[config.mk]
export PLATFORM = sky130hd
export DESIGN_NAME = controller_standby_i3c
export DESIGN_NICKNAME = d
export VERILOG_FILES = /design/src/common/i3c_target_pkg.sv /design/src/rtl/bus_monitor.sv /design/src/rtl/addr_match.sv /design/src/target/target_fsm.sv /design/src/rtl/tti_flow.sv /design/src/rtl/controller_standby_i3c.sv
export SDC_FILE = /design/constraint.sdc
export NUM_CORES = 1
export LEC_CHECK = 0
export BUFFER_PORTS_ARGS = -buffer_cell sky130_fd_sc_hd__buf_2
export CORE_ASPECT_RATIO = 1.75
export CORE_MARGIN = 3
export CORE_UTILIZATION = 30
export DETAILED_ROUTE_END_ITERATION = 8
export SYNTH_ARGS = -nofsm -noshare
export SYNTH_HDL_FRONTEND = slang
export SYNTH_HIERARCHICAL = 1
export SYNTH_SLANG_ARGS = --single-unit
[constraint.sdc]
create_clock -name clk_i -period 1.9 [get_ports clk_i]
set_input_delay 0.095 -clock clk_i [delete_from_list [all_inputs] [get_ports clk_i]]
set_output_delay 0.095 -clock clk_i [all_outputs]
set_load 0.01 [all_outputs]
[src/common/i3c_target_pkg.sv]
// I3C standby target types shared by bus monitor, target FSM and TTI flow

package i3c_target_pkg;

  // Data byte on the bus and in the TTI queues
  typedef logic [7:0] byte_t;

  // 7-bit I3C/I2C address
  typedef logic [6:0] addr_t;

  // I3C broadcast address
  localparam addr_t BroadcastAddr = 7'h7E;

  // Bus events from the monitor, all pulses are one cycle wide
  typedef struct packed {
    logic start;
    logic stop;
    logic scl_rise;
    logic scl_fall;
    // Synchronized SDA level, aligned with the SCL edge pulses
    logic sda;
  } bus_evt_t;

  // Direction of the current private transfer
  typedef enum logic [1:0] {
    XFER_NONE,
    XFER_WRITE,
    XFER_READ
  } xfer_e;

  // Address compare results
  typedef struct packed {
    logic sta;
    logic dyn;
    logic bcast;
  } addr_hit_t;

endpackage

[src/rtl/bus_monitor.sv]
// Bus monitor that synchronizes SCL/SDA and reports START, STOP and SCL edges
`timescale 1ns/1ps

module bus_monitor
  import i3c_target_pkg::*;
(
  input  logic     clk_i,
  input  logic     rst_n_i,
  input  logic     scl_i,
  input  logic     sda_i,
  output bus_evt_t evt_o
);

  logic     scl_s1_q;
  logic     scl_s2_q;
  logic     scl_d_q;
  logic     sda_s1_q;
  logic     sda_s2_q;
  logic     sda_d_q;
  logic     scl_high;
  bus_evt_t evt_d;
  bus_evt_t evt_q;

  // Two-flop synchronizers plus one delayed copy for edge detection
  always_ff @(posedge clk_i or negedge rst_n_i) begin
    if (!rst_n_i) begin
      scl_s1_q <= 1'b1;
      scl_s2_q <= 1'b1;
      scl_d_q  <= 1'b1;
      sda_s1_q <= 1'b1;
      sda_s2_q <= 1'b1;
      sda_d_q  <= 1'b1;
    end else begin
      scl_s1_q <= scl_i;
      scl_s2_q <= scl_s1_q;
      scl_d_q  <= scl_s2_q;
      sda_s1_q <= sda_i;
      sda_s2_q <= sda_s1_q;
      sda_d_q  <= sda_s2_q;
    end
  end

  // SCL stable high across the SDA change
  assign scl_high = scl_s2_q && scl_d_q;

  always_comb begin
    evt_d.start    = scl_high && sda_d_q && !sda_s2_q;
    evt_d.stop     = scl_high && !sda_d_q && sda_s2_q;
    evt_d.scl_rise = scl_s2_q && !scl_d_q;
    evt_d.scl_fall = !scl_s2_q && scl_d_q;
    evt_d.sda      = sda_s2_q;
  end

  // Edge register adds the third clock of latency
  always_ff @(posedge clk_i or negedge rst_n_i) begin
    if (!rst_n_i) begin
      evt_q <= bus_evt_t'{start: 1'b0, stop: 1'b0, scl_rise: 1'b0, scl_fall: 1'b0, sda: 1'b1};
    end else begin
      evt_q <= evt_d;
    end
  end

  assign evt_o = evt_q;

  // SDA never moves on the clock where SCL moves
  a_sda_stable_at_scl_edge: assert property (
    @(posedge clk_i) disable iff (!rst_n_i)
    (scl_s2_q != scl_d_q) |-> (sda_s2_q == sda_d_q)
  );

endmodule

[src/rtl/addr_match.sv]
// Address match: compares a received address with static, dynamic and broadcast
`timescale 1ns/1ps

module addr_match
  import i3c_target_pkg::*;
#(
  parameter addr_t StaticAddr   = 7'h22,
  parameter addr_t DynAddr      = 7'h5A,
  parameter bit    DynAddrValid = 1'b1
) (
  input  addr_t     addr_i,
  output addr_hit_t hit_o
);

  logic sta_eq;
  logic dyn_eq;
  logic bcast_eq;

  assign sta_eq   = (addr_i == StaticAddr);
  assign dyn_eq   = (addr_i == DynAddr);
  assign bcast_eq = (addr_i == BroadcastAddr);

  always_comb begin
    hit_o.sta   = sta_eq;
    // No dynamic address assigned yet
    hit_o.dyn   = DynAddrValid && dyn_eq;
    hit_o.bcast = bcast_eq;
  end

endmodule

[src/target/target_fsm.sv]
// SDR target FSM: address phase, ACK, private writes with T-bit parity and private reads
`timescale 1ns/1ps

module target_fsm
  import i3c_target_pkg::*;
(
  input  logic      clk_i,
  input  logic      rst_n_i,
  input  bus_evt_t  evt_i,
  output addr_t     addr_o,
  input  addr_hit_t hit_i,
  output logic      sda_o,
  output logic      rx_valid_o,
  output byte_t     rx_data_o,
  input  logic      rx_ready_i,
  input  logic      tx_valid_i,
  input  byte_t     tx_data_i,
  output logic      tx_ready_o,
  output xfer_e     xfer_o,
  output logic      addr_valid_o,
  output logic      parity_err_o,
  output logic      rx_overflow_o
);

  typedef enum logic [2:0] {
    ST_IDLE,
    ST_ADDR,
    ST_ADDR_ACK,
    ST_WDATA,
    ST_WTBIT,
    ST_RDATA,
    ST_RTBIT,
    ST_IGNORE
  } state_e;

  state_e     state_q;
  logic [2:0] bit_cnt_q;
  logic       ack_slot_q;
  logic       more_q;
  logic       sda_q;
  logic       addr_valid_q;
  logic       rx_valid_q;
  logic       parity_err_q;
  xfer_e      xfer_q;
  byte_t      sreg_q;
  byte_t      rx_data_q;
  addr_t      addr_q;
  logic       rnw_q;

  logic shift_in;
  logic shift_out;
  logic addr_done;
  logic t_rise;
  logic parity_ok;
  logic ack_wr;
  logic ack_rd;

  assign shift_in  = evt_i.scl_rise && (state_q == ST_ADDR || state_q == ST_WDATA);
  assign addr_done = shift_in && (state_q == ST_ADDR) && (bit_cnt_q == 3'd7);
  assign shift_out = evt_i.scl_fall && (state_q == ST_RDATA) && (bit_cnt_q != 3'd7);
  assign t_rise    = evt_i.scl_rise && (state_q == ST_WTBIT);

  // Odd parity over data byte and T bit
  assign parity_ok = ^{sreg_q, evt_i.sda};

  assign ack_wr = !rnw_q && (hit_i.sta || hit_i.dyn || hit_i.bcast);
  // Broadcast read is not a valid private read
  assign ack_rd = rnw_q && (hit_i.sta || hit_i.dyn) && tx_valid_i;

  // Take a byte at the end of the ACK slot or after a T bit of 1
  assign tx_ready_o = evt_i.scl_fall &&
      ((state_q == ST_ADDR_ACK && ack_slot_q && xfer_q == XFER_READ) ||
       (state_q == ST_RTBIT && more_q));

  always_ff @(posedge clk_i) begin
    if (shift_in) begin
      sreg_q <= {sreg_q[6:0], evt_i.sda};
    end else if (tx_ready_o) begin
      sreg_q <= tx_data_i;
    end else if (shift_out) begin
      sreg_q <= {sreg_q[6:0], 1'b0};
    end
    if (addr_done) begin
      addr_q <= sreg_q[6:0];
      rnw_q  <= evt_i.sda;
    end
    if (t_rise) begin
      rx_data_q <= sreg_q;
    end
  end

  always_ff @(posedge clk_i or negedge rst_n_i) begin
    if (!rst_n_i) begin
      state_q      <= ST_IDLE;
      bit_cnt_q    <= '0;
      ack_slot_q   <= 1'b0;
      more_q       <= 1'b0;
      sda_q        <= 1'b1;
      addr_valid_q <= 1'b0;
      rx_valid_q   <= 1'b0;
      parity_err_q <= 1'b0;
      xfer_q       <= XFER_NONE;
    end else begin
      rx_valid_q   <= 1'b0;
      parity_err_q <= 1'b0;
      if (evt_i.stop) begin
        state_q      <= ST_IDLE;
        sda_q        <= 1'b1;
        addr_valid_q <= 1'b0;
        xfer_q       <= XFER_NONE;
      end else if (evt_i.start) begin
        // START and repeated START both restart the address phase
        state_q      <= ST_ADDR;
        bit_cnt_q    <= '0;
        sda_q        <= 1'b1;
        addr_valid_q <= 1'b0;
        xfer_q       <= XFER_NONE;
      end else begin
        unique case (state_q)
          ST_ADDR: begin
            if (evt_i.scl_rise) begin
              bit_cnt_q <= bit_cnt_q + 3'd1;
              if (bit_cnt_q == 3'd7) begin
                state_q    <= ST_ADDR_ACK;
                ack_slot_q <= 1'b0;
              end
            end
          end
          ST_ADDR_ACK: begin
            if (evt_i.scl_fall && !ack_slot_q) begin
              ack_slot_q <= 1'b1;
              if (ack_wr) begin
                sda_q        <= 1'b0;
                addr_valid_q <= 1'b1;
                // Bytes after 7E are not forwarded
                xfer_q       <= (hit_i.sta || hit_i.dyn) ? XFER_WRITE : XFER_NONE;
              end else if (ack_rd) begin
                sda_q        <= 1'b0;
                addr_valid_q <= 1'b1;
                xfer_q       <= XFER_READ;
              end
            end else if (evt_i.scl_fall) begin
              bit_cnt_q <= '0;
              unique case (xfer_q)
                XFER_WRITE: begin
                  sda_q   <= 1'b1;
                  state_q <= ST_WDATA;
                end
                XFER_READ: begin
                  sda_q   <= tx_data_i[7];
                  state_q <= ST_RDATA;
                end
                default: begin
                  sda_q   <= 1'b1;
                  state_q <= ST_IGNORE;
                end
              endcase
            end
          end
          ST_WDATA: begin
            if (evt_i.scl_rise) begin
              bit_cnt_q <= bit_cnt_q + 3'd1;
              if (bit_cnt_q == 3'd7) begin
                state_q <= ST_WTBIT;
              end
            end
          end
          ST_WTBIT: begin
            if (evt_i.scl_rise) begin
              state_q      <= ST_WDATA;
              rx_valid_q   <= parity_ok;
              parity_err_q <= !parity_ok;
            end
          end
          ST_RDATA: begin
            if (evt_i.scl_fall && bit_cnt_q == 3'd7) begin
              // T bit low ends the read
              sda_q   <= tx_valid_i;
              more_q  <= tx_valid_i;
              state_q <= ST_RTBIT;
            end else if (evt_i.scl_fall) begin
              sda_q     <= sreg_q[6];
              bit_cnt_q <= bit_cnt_q + 3'd1;
            end
          end
          ST_RTBIT: begin
            if (evt_i.scl_fall && more_q) begin
              sda_q     <= tx_data_i[7];
              bit_cnt_q <= '0;
              state_q   <= ST_RDATA;
            end else if (evt_i.scl_fall) begin
              sda_q   <= 1'b1;
              state_q <= ST_IGNORE;
            end
          end
          default: begin
            // Idle and ignore wait for START or STOP
            sda_q <= 1'b1;
          end
        endcase
      end
    end
  end

  assign addr_o        = addr_q;
  assign sda_o         = sda_q;
  assign rx_valid_o    = rx_valid_q;
  assign rx_data_o     = rx_data_q;
  assign xfer_o        = xfer_q;
  assign addr_valid_o  = addr_valid_q;
  assign parity_err_o  = parity_err_q;
  // Bus cannot be stalled, so a refused byte is lost
  assign rx_overflow_o = rx_valid_q && !rx_ready_i;

  a_idle_sda_released: assert property (
    @(posedge clk_i) disable iff (!rst_n_i) (state_q == ST_IDLE) |-> sda_o
  );

  a_rx_valid_pulse: assert property (
    @(posedge clk_i) disable iff (!rst_n_i) rx_valid_o |=> !rx_valid_o
  );

endmodule

[src/rtl/tti_flow.sv]
// TTI flow: one-entry RX buffer and TX prefetch between target FSM and TTI queues
`timescale 1ns/1ps

module tti_flow
  import i3c_target_pkg::*;
(
  input  logic  clk_i,
  input  logic  rst_n_i,
  input  xfer_e xfer_i,
  input  logic  stop_i,
  input  logic  rx_valid_i,
  input  byte_t rx_data_i,
  output logic  rx_ready_o,
  output logic  tx_valid_o,
  output byte_t tx_data_o,
  input  logic  tx_ready_i,
  output logic  rx_queue_wvalid_o,
  input  logic  rx_queue_wready_i,
  output byte_t rx_queue_wdata_o,
  output logic  rx_queue_wflush_o,
  input  logic  tx_queue_rvalid_i,
  output logic  tx_queue_rready_o,
  input  byte_t tx_queue_rdata_i
);

  logic  rx_full_q;
  byte_t rx_buf_q;
  logic  tx_full_q;
  byte_t tx_buf_q;
  logic  rx_take;
  logic  rx_drain;
  logic  tx_load;
  logic  tx_take;

  assign rx_ready_o = !rx_full_q;
  assign rx_take    = rx_valid_i && rx_ready_o;
  assign rx_drain   = rx_full_q && rx_queue_wready_i;

  // No prefetch while a write owns the bus
  assign tx_queue_rready_o = !tx_full_q && (xfer_i != XFER_WRITE);
  assign tx_load           = tx_queue_rvalid_i && tx_queue_rready_o;
  assign tx_take           = tx_full_q && tx_ready_i;

  always_ff @(posedge clk_i or negedge rst_n_i) begin
    if (!rst_n_i) begin
      rx_full_q <= 1'b0;
      tx_full_q <= 1'b0;
    end else begin
      if (rx_take) begin
        rx_full_q <= 1'b1;
      end else if (rx_drain) begin
        rx_full_q <= 1'b0;
      end
      if (tx_load) begin
        tx_full_q <= 1'b1;
      end else if (tx_take) begin
        tx_full_q <= 1'b0;
      end
    end
  end

  always_ff @(posedge clk_i) begin
    if (rx_take) begin
      rx_buf_q <= rx_data_i;
    end
    if (tx_load) begin
      tx_buf_q <= tx_queue_rdata_i;
    end
  end

  assign rx_queue_wvalid_o = rx_full_q;
  assign rx_queue_wdata_o  = rx_buf_q;
  // End of a private write
  assign rx_queue_wflush_o = stop_i && (xfer_i == XFER_WRITE);

  assign tx_valid_o = tx_full_q;
  assign tx_data_o  = tx_buf_q;

  a_wdata_stable: assert property (
    @(posedge clk_i) disable iff (!rst_n_i)
    rx_queue_wvalid_o && !rx_queue_wready_i |=> rx_queue_wvalid_o && $stable(rx_queue_wdata_o)
  );

endmodule

[src/rtl/controller_standby_i3c.sv]
// I3C standby controller: SDR target with address match and TTI queue flow
`timescale 1ns/1ps

module controller_standby_i3c
  import i3c_target_pkg::*;
#(
  parameter addr_t StaticAddr   = 7'h22,
  parameter addr_t DynAddr      = 7'h5A,
  parameter bit    DynAddrValid = 1'b1
) (
  input  logic       clk_i,
  input  logic       rst_n_i,

  // SCL/SDA, SDA output is open drain
  input  logic       ctrl_scl_i,
  input  logic       ctrl_sda_i,
  output logic       ctrl_sda_o,

  // TTI RX data queue
  output logic       rx_queue_wvalid_o,
  input  logic       rx_queue_wready_i,
  output byte_t      rx_queue_wdata_o,
  output logic       rx_queue_wflush_o,

  // TTI TX data queue
  input  logic       tx_queue_rvalid_i,
  output logic       tx_queue_rready_o,
  input  byte_t      tx_queue_rdata_i,

  output logic       bus_start_o,
  output logic       bus_stop_o,
  // Address with RnW in bit 0
  output logic [7:0] bus_addr_o,
  output logic       bus_addr_valid_o,
  output logic       parity_err_o,
  output logic       rx_overflow_o
);

  bus_evt_t  bus_evt;
  addr_t     fsm_addr;
  addr_hit_t addr_hit;
  xfer_e     xfer;
  logic      rx_byte_valid;
  byte_t     rx_byte;
  logic      rx_byte_ready;
  logic      tx_byte_valid;
  byte_t     tx_byte;
  logic      tx_byte_ready;

  bus_monitor i_bus_monitor (
    .clk_i   (clk_i),
    .rst_n_i (rst_n_i),
    .scl_i   (ctrl_scl_i),
    .sda_i   (ctrl_sda_i),
    .evt_o   (bus_evt)
  );

  addr_match #(
    .StaticAddr   (StaticAddr),
    .DynAddr      (DynAddr),
    .DynAddrValid (DynAddrValid)
  ) i_addr_match (
    .addr_i (fsm_addr),
    .hit_o  (addr_hit)
  );

  target_fsm i_target_fsm (
    .clk_i         (clk_i),
    .rst_n_i       (rst_n_i),
    .evt_i         (bus_evt),
    .addr_o        (fsm_addr),
    .hit_i         (addr_hit),
    .sda_o         (ctrl_sda_o),
    .rx_valid_o    (rx_byte_valid),
    .rx_data_o     (rx_byte),
    .rx_ready_i    (rx_byte_ready),
    .tx_valid_i    (tx_byte_valid),
    .tx_data_i     (tx_byte),
    .tx_ready_o    (tx_byte_ready),
    .xfer_o        (xfer),
    .addr_valid_o  (bus_addr_valid_o),
    .parity_err_o  (parity_err_o),
    .rx_overflow_o (rx_overflow_o)
  );

  tti_flow i_tti_flow (
    .clk_i             (clk_i),
    .rst_n_i           (rst_n_i),
    .xfer_i            (xfer),
    .stop_i            (bus_evt.stop),
    .rx_valid_i        (rx_byte_valid),
    .rx_data_i         (rx_byte),
    .rx_ready_o        (rx_byte_ready),
    .tx_valid_o        (tx_byte_valid),
    .tx_data_o         (tx_byte),
    .tx_ready_i        (tx_byte_ready),
    .rx_queue_wvalid_o (rx_queue_wvalid_o),
    .rx_queue_wready_i (rx_queue_wready_i),
    .rx_queue_wdata_o  (rx_queue_wdata_o),
    .rx_queue_wflush_o (rx_queue_wflush_o),
    .tx_queue_rvalid_i (tx_queue_rvalid_i),
    .tx_queue_rready_o (tx_queue_rready_o),
    .tx_queue_rdata_i  (tx_queue_rdata_i)
  );

  assign bus_start_o = bus_evt.start;
  assign bus_stop_o  = bus_evt.stop;

  // RnW follows the acknowledged transfer direction while the address is valid
  assign bus_addr_o = {fsm_addr, xfer == XFER_READ};

endmodule

Word level (Yosys, flattened, before mapping)
Cells that the tools add are included.
{"block": "op_classes", "add_sub_neg": 1, "eq_ne": 36, "muxes": 66, "n_bitwise": 2, "n_reduce_logical": 61}
{"op": "3-bit two-way mux", "count": 19}
{"op": "1-bit two-way mux", "count": 33}
{"op": "4-bit inequality test (second input constant)", "count": 8}
{"op": "1-bit logical AND", "count": 30}
{"op": "8-bit two-way mux", "count": 3}
{"op": "3-bit inequality test (second input constant)", "count": 6}
{"op": "3-bit one-hot mux with 6 select lines", "count": 1}
{"op": "5-bit inequality test (second input constant)", "count": 3}
{"op": "7-bit equality test (second input constant)", "count": 2}
{"op": "3-bit equality test (second input constant)", "count": 4}
{"op": "2-bit two-way mux", "count": 6}
{"op": "3-bit one-hot mux with 4 select lines", "count": 1}
{"op": "10-bit AND reduction", "count": 1}
{"op": "1-bit logical NOT", "count": 9}
{"op": "3-bit nonzero test", "count": 3}
{"op": "9-bit XOR reduction", "count": 1}
{"op": "8-bit AND reduction", "count": 1}
{"op": "8-bit nonzero test", "count": 1}
{"op": "7-bit by 6-bit equality test with 1-bit output (second input constant)", "count": 1}
{"op": "3-bit by 2-bit equality test with 1-bit output (second input constant)", "count": 2}
{"op": "2-bit inequality test (second input constant)", "count": 3}
{"op": "3-bit by 1-bit inequality test with 1-bit output (second input constant)", "count": 2}
{"op": "6-bit by 4-bit inequality test with 1-bit output (second input constant)", "count": 1}
{"op": "3-bit one-hot mux with 2 select lines", "count": 1}
{"op": "other kinds (18)", "count": 24}
{"block": "word_totals", "regBits": 66, "input_bits": 14, "out_inout_bits": 25, "wordCells": 193}

Logic depth before layout (Yosys ltp)
Gate-level depths: netlist of the first run.
{"block": "logic_depth", "ltp_word": 10, "ltp_mapped": 8, "mapped_depth_nobuf": 7}

Hierarchy
Netlist of the first run, hierarchy kept.
{"mod": "target_fsm", "n_inst": 1, "cells_per_inst": 160, "area_each_um2": 1938.1, "seq_area_each_um2": 1072.3}
{"mod": "tti_flow", "n_inst": 1, "cells_per_inst": 28, "area_each_um2": 601.8, "seq_area_each_um2": 530.5}
{"mod": "bus_monitor", "n_inst": 1, "cells_per_inst": 15, "area_each_um2": 300.3, "seq_area_each_um2": 257.7}
{"mod": "addr_match", "n_inst": 1, "cells_per_inst": 10, "area_each_um2": 68.8, "seq_area_each_um2": 0.0}
{"mod": "controller_standby_i3c", "n_inst": 1, "cells_per_inst": 1, "area_each_um2": 13.8, "seq_area_each_um2": 0.0}

Worst setup path after synthesis of the first run
OpenSTA, ideal clock, no wires.
{"block": "synth_timing", "path_type": "register to register", "from": "register i_target_fsm.addr_q[4] (netlist: i_target_fsm/addr_o[4])", "to": "register i_target_fsm.sda_q (netlist: i_target_fsm/sda_o)", "setup_time_ps": 85, "arrival_ps": 1969, "required_time_ps": 1815, "setup_slack_ps": -154, "stages_incl_launch_ff": 8, "n_path_buf": 1, "period_less_slack_ps": 2054, "path_cell_list": "edfxtp_1 or4b_1 nor3_2 buf_4 o32ai_1 a2111oi_2 mux2i_1 nand2_1"}
{"block": "synth_via", "elab_chain_len": 9, "word_cells_on_any_way": 15, "classes_between": "eq/ne: 4; mux: 5; reduce/logical: 6"}
{"element": "start, declared", "line_no": "target_fsm.sv:47", "source": "addr_t addr_q;"}
{"element": "start signal, assigned", "line_no": "target_fsm.sv:84", "source": "addr_q <= sreg_q[6:0];"}
{"element": "7-bit by 6-bit equality test with 1-bit output (*)", "line_no": "addr_match.sv:19", "source": "assign sta_eq = (addr_i == StaticAddr);"}
{"element": "via i_addr_match.sta_eq", "line_no": "addr_match.sv:15", "source": "logic sta_eq;"}
{"element": "1-bit logical OR (*)", "line_no": "target_fsm.sv:66, target_fsm.sv:68"}
{"element": "1-bit logical OR", "line_no": "target_fsm.sv:66", "source": "assign ack_wr = !rnw_q && (hit_i.sta || hit_i.dyn || hit_i.bcast);"}
{"element": "1-bit logical AND", "line_no": "target_fsm.sv:66"}
{"element": "1-bit two-way mux", "line_no": "target_fsm.sv:132", "source": "if (ack_wr) begin"}
{"element": "1-bit two-way mux", "line_no": "target_fsm.sv:130", "source": "if (evt_i.scl_fall && !ack_slot_q) begin"}
{"element": "1-bit one-hot mux with 4 select lines", "line_no": "target_fsm.sv:119", "source": "unique case (state_q)"}
{"element": "1-bit two-way mux", "line_no": "target_fsm.sv:111", "source": "end else if (evt_i.start) begin"}
{"element": "1-bit two-way mux", "line_no": "target_fsm.sv:106", "source": "if (evt_i.stop) begin"}
{"element": "end signal, assigned", "line_no": "target_fsm.sv:150", "source": "sda_q <= tx_data_i[7];"}
{"element": "end signal, assigned", "line_no": "target_fsm.sv:178", "source": "sda_q <= tx_valid_i;"}
{"element": "end signal, assigned", "line_no": "target_fsm.sv:182", "source": "sda_q <= sreg_q[6];"}
{"element": "end, declared", "line_no": "target_fsm.sv:40", "source": "logic sda_q;"}
Mark *: on every way through the listed nets, which the timed path passes. The rest lies on a longest branch.
A chain may end at the register's enable or synchronous reset.

==> results.ini, run 1 <==
[outcome]
outcome = finished, violations left
violations = negative setup slack

[placement]
placed_area_um2 = 3370
port_buffers = 38
dp.final_hpwl_um = 4480
gp_congestion = 0.848

[yosys]
synth_cells = 214
synth_seq_cells = 66
syn_avg_cell_area_um2 = 13.7
async_flop_share = 0.394
synthTopCellsByArea = edfxtp_1, dfrtp_1, dfstp_2
synth_area_leader_cell = edfxtp_1
synth-main-ff-cell = edfxtp_1
yosys_warnings = 6
synth_nets = 230
synthesis.area_um2 = 2920
ys_seq_area_frac = 0.637
synth_edf_count = 40
yosysUniqueCellTypes = 60
synth_top_area_frac = 0.411

[timing]
worstMarginPinSlew_ns = 0.581
layout_setup_ws_ns = -0.0528
fmax_mhz = 512
hold_viol = 0
relSlewSlack = 0.613
setup_viol = 1
rsz0062_at_grt = yes
finalClockSkew_ns = 0.00373
post-route-period-util = 1.03
period_needed_ns = 1.95
slew_violations = 0

[final_layout]
final_area_um2 = 3810
syn2layout_area_growth_pct = 30.4
layout-drive-gt1-share = 0.406
final_core_util = 0.403
final_common_cell = edfxtp_1
final_nets = 304
diodes = 0
layout_common_cells = edfxtp_1, buf_2, buf_4

[grt]
grt_pass1_wl_um = 9810
grt_pass1_vias = 2034
antenna_found_initial = 0
grt_usage = 0.120
grt_max_degree = 27
grt_overflow = 0

[critical_path]
critPathLaunchType = flop
crit_arrival_ns = 2.20
endpoint_kind = flop
critPathRequiredTime_ns = 2.15
critPathKind = reg2reg
path_max_fanout = 2

[power]
powerDensity_nw_per_um2 = 1010
clkPwrFrac = 0.383
switchingPower_uw = 998
p_int_mw = 2.84
power_frac_comb = 0.176
power_leakage_nw = 1.52
p_seq_frac = 0.442
vdd_drop_max_mv = 0.827
swShare = 0.260

[clock_network]
cts_buffers = 9
clockBufferDepth = 2
cts_num_sinks = 66
clk_pin_slew_ns = 0.05
h-tree-depth = 3
clock_latency_ns = 0.33
cts_root_buffer = clkbuf_16
cts_tree = yes

[route]
antenna_left = 0
wl_per_cell_um = 14.7
drtIter0Drc = 97
via_per_inst = 4.76
drcViolationCount = 0
wirelength_um = 6120
first_pass_iters = 4
route.vias.total = 1974

[flow_run]
drv_cap = 0

[floorplanning]
die_x_um = 80.6
die-area_um2 = 11000
core_um2 = 9470
placementRows = 47
die_y_um = 137
io_pins = 39
initial_utilization = 0.309

[worst_hold_path]
hp-class = in2reg

==> power by group through the flow <==
stage | registers (mW) | clock network (mW) | logic [mW]
after floorplan | 1.67 | 0 | 0.491
after global placement | 1.71 | 0 | 0.610
after detailed placement | 1.72 | 0 | 0.628
after CTS | 1.69 | 1.52 | 0.651
after global routing | 1.70 | 1.57 | 0.743
final | 1.70 | 1.47 | 0.674
==> cell type report <==
cell class | instances | area, µm²
flip-flops and latches | 66 | 1860
repair buffers | 77 | 513
inverters | 5 | 18.8
fillers | 877 | 5660
multi-input cells | 129 | 996
clock inverters | 6 | 42.5
clock buffers | 10 | 229
well taps | 122 | 153
==> critical path, stage by stage, from the launching register on <==
cell	delay (ns)
edfxtp_1	0.39
or4b_4	0.56
nor3_4	0.16
o32ai_2	0.14
a2111oi_4	0.33
mux2i_1	0.22
nand2_1	0.07
==> Yosys cell counts (2+ instances only) <==
library cell,count
and3_1,3
nand2b_1,4
nor2b_4,2
a21oi_1,8
buf_6,2
nor3_1,11
xnor2_1,6
nor2_1,13
mux2_1,2
and4b_1,4
ha_1,2
a22o_1,2
buf_2,4
nor2b_2,2
mux2_2,6
edfxtp_1,40
nor2b_1,7
dfrtp_1,19
inv_1,4
nand2b_4,2
nand2_1,9
xor2_1,2
a32oi_1,2
o21ai_0,8
buf_4,8
dfstp_2,7
nor3_2,2
==> what timing repair did <==
action	in CTS	in global routing
setup endpoints to repair	12	20
hold buffers	12	0
resized for setup	5	6
buffers inserted	0	1
hold endpoints to repair	30	0
==> flip-flops by register name, summed over array words and instances, names as in the netlist, 2 cells and up <==
register / count
i_tti_flow/rx_queue_wdata_o: 8
i_bus_monitor/evt_o: 4
i_target_fsm/rx_data_o: 8
i_target_fsm/bit_cnt_q: 3
i_target_fsm/state_q: 3
i_target_fsm/addr_o: 7
i_target_fsm/xfer_o: 2
i_tti_flow/tx_data_o: 8
i_target_fsm/sreg_q: 8
==> metrics by stage <==
stage	setup WS (ns)	instances	hold slack (ns)	setup TNS, ns	total power, mW
floorplan	-0.0818	214	-0.201	-0.0818	2.16
global placement	-0.0518	386	0.129	-0.0518	2.32
detailed placement	-0.101	386	0.127	-0.239	2.35
CTS	-0.0902	414	0.0345	-0.0902	3.86
global route	-0.141	415	0.0390	-0.250	4.01
finish	-0.0528	415	0.0487	-0.0528	3.84
==> routing by layer <==
layer  global-route usage  up-vias  share of wire
li1                     -      935              -
met1                0.126      974           0.39
met2                0.208       52           0.53
met3               0.0435       13          0.059
met4               0.0602        0          0.027
met5                    0        -              0
==> kinds of logic (layout without fill, tap and decap cells) <==
kind of cell	Yosys count	after routing	synth area share
and+or+nand+nor	73	73	0.161
DFF	66	66	0.637
AOI/OAI and AO/OA	36	36	0.0895
buffers and inverters	19	98	0.0415
muxes	10	10	0.0394
xor gates and xnor gates	8	8	0.0240
adders and majority gates	2	2	0.00856
==> final timing paths <==
kind	from	endpoint	slack, ns	cells after the start
min in group asynchronous	rst_n_i	i_target_fsm/bit_cnt_q[2]$_DFFE_PN0P_	0.30	2
setup / recovery	i_target_fsm/addr_o[6]$_DFFE_PP_	i_target_fsm/sda_o$_DFFE_PN1P_	-0.05	6
setup reg to reg	i_target_fsm/addr_o[6]$_DFFE_PP_	i_target_fsm/sda_o$_DFFE_PN1P_	-0.05	6
hold / removal	tx_queue_rvalid_i	i_tti_flow/tx_valid_o$_DFFE_PN0P_	0.05	3
max in group asynchronous	rst_n_i	i_target_fsm/rx_valid_o$_DFF_PN0_	1.22	2
hold reg to reg	i_bus_monitor/sda_s1_q$_DFF_PN1_	i_bus_monitor/sda_s2_q$_DFF_PN1_	0.36	0
Power figures use the tool's default switching activity.
==> inputs of run 2 (changes only) <==
--- a/config.mk
+++ b/config.mk
@@ -8,8 +8,9 @@
 export BUFFER_PORTS_ARGS = -buffer_cell sky130_fd_sc_hd__buf_2
 export CORE_ASPECT_RATIO = 1.75
 export CORE_MARGIN = 3
-export CORE_UTILIZATION = 30
+export CORE_UTILIZATION = 49
 export DETAILED_ROUTE_END_ITERATION = 8
+export PLACE_DENSITY = 0.72
 export SYNTH_ARGS = -nofsm -noshare
 export SYNTH_HDL_FRONTEND = slang
 export SYNTH_HIERARCHICAL = 1
==> results.ini, run 2 (synthesis results as in run 1) <==
[power]
power_leakage_nw = 1.50  ; -1.8%
powerDensity_nw_per_um2 = 989  ; -1.8%
vdd_drop_max_mv = 0.655  ; -21%

[critical_path]
path_cells = or4b_4, nor3_4, o32ai_2, a2111oi_4, mux2i_1, nand2_1
crit_arrival_ns = 2.22  ; +0.02 ns
critPathLaunchType = flop
endpoint_kind = flop
path_max_fanout = 2  ; unchanged
r2r_slack_ns = -0.06  ; about the same
critPathKind = reg2reg
worst_path_max_delay_cell = or4b_4
slowest_delay_ns = 0.56  ; about the same
critPathRequiredTime_ns = 2.16  ; about the same

[placement]
dp.final_hpwl_um = 4010  ; -10%
preCtsSetupSlack_ns = -0.0998  ; +0.00170 ns
gp_congestion = 0.933  ; +10%
port_buffers = 38  ; unchanged
dp_cells = 337  ; -13%

[flow_run]
drv_cap = 0  ; unchanged

[grt]
antenna_found_initial = 0  ; unchanged
grt_usage = 0.178  ; +0.0577
grt_overflow = 0  ; unchanged
grt_pass1_wl_um = 9170  ; -6.5%
grt_pass1_vias = 1923  ; -5.5%
grt_max_degree = 27  ; unchanged

[route]
via_per_inst = 5.24  ; +10%
drcViolationCount = 0  ; unchanged
drtIter0Drc = 76  ; -22%
wirelength_um = 5610  ; -8.2%
wl_per_cell_um = 15.3  ; +4.1%
first_pass_iters = 4  ; unchanged
antenna_left = 0  ; unchanged
route.vias.total = 1919  ; -2.8%

[clock_network]
h-tree-depth = 3  ; unchanged
clock_latency_ns = 0.34  ; about the same
clk_pin_slew_ns = 0.07  ; +0.02 ns
cts_root_buffer = clkbuf_8
cts_buffers = 9  ; unchanged
cts_tree = yes
clockBufferDepth = 2  ; unchanged
cts_num_sinks = 66  ; unchanged

[outcome]
outcome = finished, violations left
violations = negative setup slack

[floorplanning]
initial_utilization = 0.515  ; +0.206
placementRows = 36  ; -23%
die_x_um = 64.4  ; -20%
die-area_um2 = 6960  ; -37%
die_y_um = 108  ; -21%
core_um2 = 5680  ; -40%
io_pins = 39  ; unchanged

[timing]
post-route-period-util = 1.03  ; +0.00326
setup_viol = 1  ; unchanged
rsz0062_at_grt = yes
layout_setup_ws_ns = -0.0590  ; -0.00619 ns
relSlewSlack = 0.606  ; -0.00726
worstMarginPinSlew_ns = 0.591  ; +0.0109 ns
finalClockSkew_ns = 0.00558  ; +0.00184 ns
fmax_mhz = 510  ; -0.32%
hold_slack_ns = 0.0564  ; +0.00764 ns
slew_violations = 0  ; unchanged
hold_viol = 0  ; unchanged
period_needed_ns = 1.96  ; +0.00619 ns

[final_layout]
final_common_cell = edfxtp_1
final_nets = 301  ; -0.99%
stdcell_count = 366  ; -12%
syn2layout_area_growth_pct = 26.6
layout-drive-gt1-share = 0.410  ; +0.00420
layout_common_cells = edfxtp_1, buf_2, buf_4
diodes = 0  ; unchanged

[worst_hold_path]
hp-class = in2reg

-- run 2: cell count changes in the layout (fill, tap and decap cells not counted), sizes merged --
| cell | previous run | this run |
|---|---|---|
| buf | 65 | 62 |
| clkbuf | 10 | 9 |
| bufinv | 0 | 2 |
| inv | 6 | 7 |
| clkinvlp | 2 | 0 |
-- run 2: metal layers --
metal	vias to the layer above	wire length (µm)	track usage
li1	926	-	-
met1	923	2210	0.197
met2	57	3010	0.306
met3	13	266	0.0457
met4	0	131	0.0983
met5	-	0	0
-- run 2: worst max-delay path: cells and delay by family, from the launching register on --
| kind | cells | cell delay (ns) |
|---|---|---|
| mux | 1 | 0.21 |
| compound gates | 2 | 0.46 |
| simple gates | 3 | 0.80 |
| flops | 1 | 0.40 |
-- run 2: per-stage QoR --
stage / power (mW) / TNS (ns) / utilization / instance area [µm²]
finish: 3.66 / -0.0590 / 0.652 / 3700
global route: 3.83 / -0.244 / 0.652 / 3700
CTS: 3.66 / -0.0906 / 0.642 / 3640
detailed placement: 2.35 / -0.177 / 0.579 / 3290
global placement: 2.33 / -0.0371 / 0.579 / 3290
floorplan: 2.16 / -0.0818 / - / 2930
-- run 2: final timing paths --
| check | from | cells after the start | end |
|---|---|---|---|
| max in group asynchronous | rst_n_i | 2 | i_target_fsm/xfer_o[0]$_DFFE_PN0P_ |
| min in group asynchronous | rst_n_i | 2 | i_target_fsm/state_q[1]$_DFFE_PN0P_ |
| setup / recovery | i_target_fsm/addr_o[6]$_DFFE_PP_ | 6 | i_target_fsm/sda_o$_DFFE_PN1P_ |
| setup reg to reg | i_target_fsm/addr_o[6]$_DFFE_PP_ | 6 | i_target_fsm/sda_o$_DFFE_PN1P_ |
| hold reg to reg | i_bus_monitor/scl_s1_q$_DFF_PN1_ | 0 | i_bus_monitor/scl_s2_q$_DFF_PN1_ |
| hold / removal | tx_queue_rvalid_i | 3 | i_tti_flow/tx_valid_o$_DFFE_PN0P_ |
-- run 2: report_power, final --
| part | switching [mW] | internal (mW) | leakage [nW] |
|---|---|---|---|
| clock network | 0.540 | 0.749 | 0.114 |
| registers | 0.0709 | 1.61 | 0.689 |
| logic | 0.340 | 0.352 | 0.693 |
| total | 0.950 | 2.71 | 1.50 |
-- run 2: what timing repair did --
| item | CTS | global route |
|---|---|---|
| hold endpoints to repair | 30 | 0 |
| setup buffers | 0 | 1 |
| resized for setup | 3 | 10 |
| gates cloned | 0 | 0 |
| setup endpoints to repair | 3 | 24 |
| hold buffers | 12 | 0 |
-- run 2: layout make-up --
cell class / instances / area, µm²
clock buffers: 9 / 124
clock inverters: 7 / 100
fillers: 436 / 1980
inverters: 5 / 18.8
multi-input cells: 129 / 1010
flip-flops and latches: 66 / 1860
well taps: 76 / 95.1
repair buffers: 74 / 490
==> inputs of run 3 (changes only) <==
--- a/config.mk
+++ b/config.mk
@@ -6,11 +6,13 @@
 export NUM_CORES = 1
 export LEC_CHECK = 0
 export BUFFER_PORTS_ARGS = -buffer_cell sky130_fd_sc_hd__buf_2
-export CORE_ASPECT_RATIO = 1.75
+export CELL_PAD_IN_SITES_DETAIL_PLACEMENT = 0
+export CELL_PAD_IN_SITES_GLOBAL_PLACEMENT = 1
 export CORE_MARGIN = 3
-export CORE_UTILIZATION = 49
+export CORE_UTILIZATION = 42
 export DETAILED_ROUTE_END_ITERATION = 8
-export PLACE_DENSITY = 0.72
+export PLACE_DENSITY_LB_ADDON = 0.1
+export SLEW_MARGIN = 5
 export SYNTH_ARGS = -nofsm -noshare
 export SYNTH_HDL_FRONTEND = slang
 export SYNTH_HIERARCHICAL = 1
==> results.ini, run 3 (synthesis results as in run 1) <==
[critical_path]
path_delay_family = simple AND/OR/NAND/NOR gates
slowest_delay_ns = 0.56  ; about the same
cp-endpoint = i_target_fsm/sda_o$_DFFE_PN1P_
path_max_fanout = 3  ; +1
critPathKind = reg2reg
cp_num_cells = 6  ; unchanged
rr_startpoint = i_target_fsm/addr_o[6]$_DFFE_PP_
critPathLaunchType = flop
critPathRequiredTime_ns = 2.15  ; about the same
worst_path_max_delay_cell = or4b_4
r2r_end = i_target_fsm/sda_o$_DFFE_PN1P_
startpoint = i_target_fsm/addr_o[6]$_DFFE_PP_
endpoint_kind = flop
r2r_cells = 6  ; unchanged
r2r_slack_ns = -0.05  ; about the same
path_cells = or4b_4, nor3_4, o32ai_2, a2111oi_4, mux2i_1, nand2_1
cp.buffers_inverters = 0  ; unchanged
crit_arrival_ns = 2.20  ; -0.02 ns

[grt]
grt_pass1_wl_um = 10100  ; +10%
grt_usage = 0.169  ; -0.00848
grt_pass1_vias = 1987  ; +3.3%
grt_overflow = 0  ; unchanged
antenna_found_initial = 0  ; unchanged
grt_max_degree = 27  ; unchanged

[timing]
relSlewSlack = 0.591  ; -0.0144
hold_viol = 0  ; unchanged
worstMarginPinSlew_ns = 0.613  ; +0.0216 ns
layout_setup_ws_ns = -0.0515  ; +0.00748 ns
finalClockSkew_ns = 0.00597  ; +0.000387 ns
setup_viol = 1  ; unchanged
period_needed_ns = 1.95  ; -0.00748 ns
fmax_mhz = 512  ; +0.38%
rsz0062_at_grt = yes
post-route-period-util = 1.03  ; -0.00394
slew_violations = 0  ; unchanged
hold_slack_ns = 0.0321  ; -0.0243 ns

[flow_run]
drv_cap = 0  ; unchanged

[clock_network]
h-tree-depth = 3  ; unchanged
cts_buffers = 9  ; unchanged
clockBufferDepth = 2  ; unchanged
clk_pin_slew_ns = 0.07  ; about the same
cts_tree = yes
cts_num_sinks = 66  ; unchanged
clock_latency_ns = 0.33  ; about the same
postCtsSetupBuffers = 0  ; unchanged
cts_root_buffer = clkbuf_8

[route]
via_per_inst = 5.24  ; -0.10%
first_pass_iters = 4  ; unchanged
wl_per_cell_um = 16.2  ; +5.5%
route.vias.total = 1938  ; +0.99%
antenna_left = 0  ; unchanged
drtIter0Drc = 162  ; +110%
wirelength_um = 5990  ; +6.7%
drcViolationCount = 0  ; unchanged

[placement]
port_buffers = 38  ; unchanged
dp.final_hpwl_um = 4200  ; +4.6%
preCtsSetupSlack_ns = -0.0570  ; +0.0427 ns
gp_congestion = 0.783  ; -16%

[floorplanning]
initial_utilization = 0.448  ; -0.0675
io_pins = 39  ; unchanged
placementRows = 29  ; -19%
die_y_um = 89.4  ; -17%
die_x_um = 89.4  ; +39%
core_um2 = 6530  ; +15%
die-area_um2 = 8000  ; +15%

[final_layout]
final_nets = 304  ; +1.0%
layout-drive-gt1-share = 0.389  ; -0.0213
multi_input_area_um2 = 976  ; -3.5%
syn2layout_area_growth_pct = 28.0
diodes = 0  ; unchanged
final_common_cell = edfxtp_1
layout_common_cells = edfxtp_1, buf_2, buf_4
seq_area_um2 = 1860  ; unchanged
nFillCells = 535  ; +23%

[power]
power_leakage_nw = 1.53  ; +2.1%
powerDensity_nw_per_um2 = 1010  ; +2.4%
vdd_drop_max_mv = 0.581  ; -11%

[worst_hold_path]
hp-class = in2reg

[outcome]
violations = negative setup slack
outcome = finished, violations left

==> run 3: timing repair <==
action	CTS	global route
hold endpoints to repair	30	0
pin swaps	0	0
gates resized for setup	0	5
hold buffers	12	0
setup endpoints to repair	1	11
==> run 3: area by class of cell <==
type / instances / area share
clock inverter: 7 / 0.0311
clock buffer: 9 / 0.0331
multi-input combinational: 129 / 0.261
tap: 77 / 0.0257
timing repair buffer: 77 / 0.147
inverter: 5 / 0.00502
sequential: 66 / 0.497
==> run 3: power by group <==
group          total, mW  switching (mW)  internal [mW]
registers           1.70          0.0908           1.61
clock network       1.41           0.543          0.872
logic              0.679           0.310          0.368
==> run 3: metrics by stage <==
| step | instances | instance area (µm²) | total power, mW | setup TNS (ns) | utilization |
|---|---|---|---|---|---|
| after floorplan | 214 | 2930 | 2.16 | -0.0818 | - |
| after global placement | 342 | 3350 | 2.35 | -0.0267 | 0.514 |
| after detailed placement | 342 | 3350 | 2.36 | -0.0570 | 0.514 |
| after CTS | 370 | 3710 | 3.80 | -0.0647 | 0.569 |
| after global routing | 370 | 3740 | 3.97 | -0.209 | 0.573 |
| final | 370 | 3740 | 3.79 | -0.0515 | 0.573 |
==> run 3: worst min-delay path by stage <==
stage / cells past startpoint / to / slack (ns) / from
2_1_floorplan: 0 / i_bus_monitor/evt_o[1]$_DFF_PN0_ / -0.20 / rst_n_i
3_3_place_gp: 1 / i_tti_flow/rx_queue_wvalid_o$_DFFE_PN0P_ / 0.16 / rst_n_i
3_5_place_dp: 1 / i_tti_flow/rx_queue_wvalid_o$_DFFE_PN0P_ / 0.16 / rst_n_i
4_1_cts: 3 / i_tti_flow/tx_valid_o$_DFFE_PN0P_ / 0.02 / tx_queue_rvalid_i
5_1_grt: 3 / i_tti_flow/tx_valid_o$_DFFE_PN0P_ / 0.04 / tx_queue_rvalid_i
6_report: 3 / i_tti_flow/tx_valid_o$_DFFE_PN0P_ / 0.03 / tx_queue_rvalid_i
==> run 3: metal layers <==
metal,track usage,routed length (µm),share of wire
met1,0.242,2960,0.49
met2,0.251,2680,0.45
met3,0.0369,260,0.043
met4,0.0690,91,0.015
met5,0,0,0
==> run 3: worst min-delay path, delay by kind of cell <==
family	cells	cell delay (ns)
buf+inv	1	0.11
simple gates	1	0.06
compound gates	1	0.05
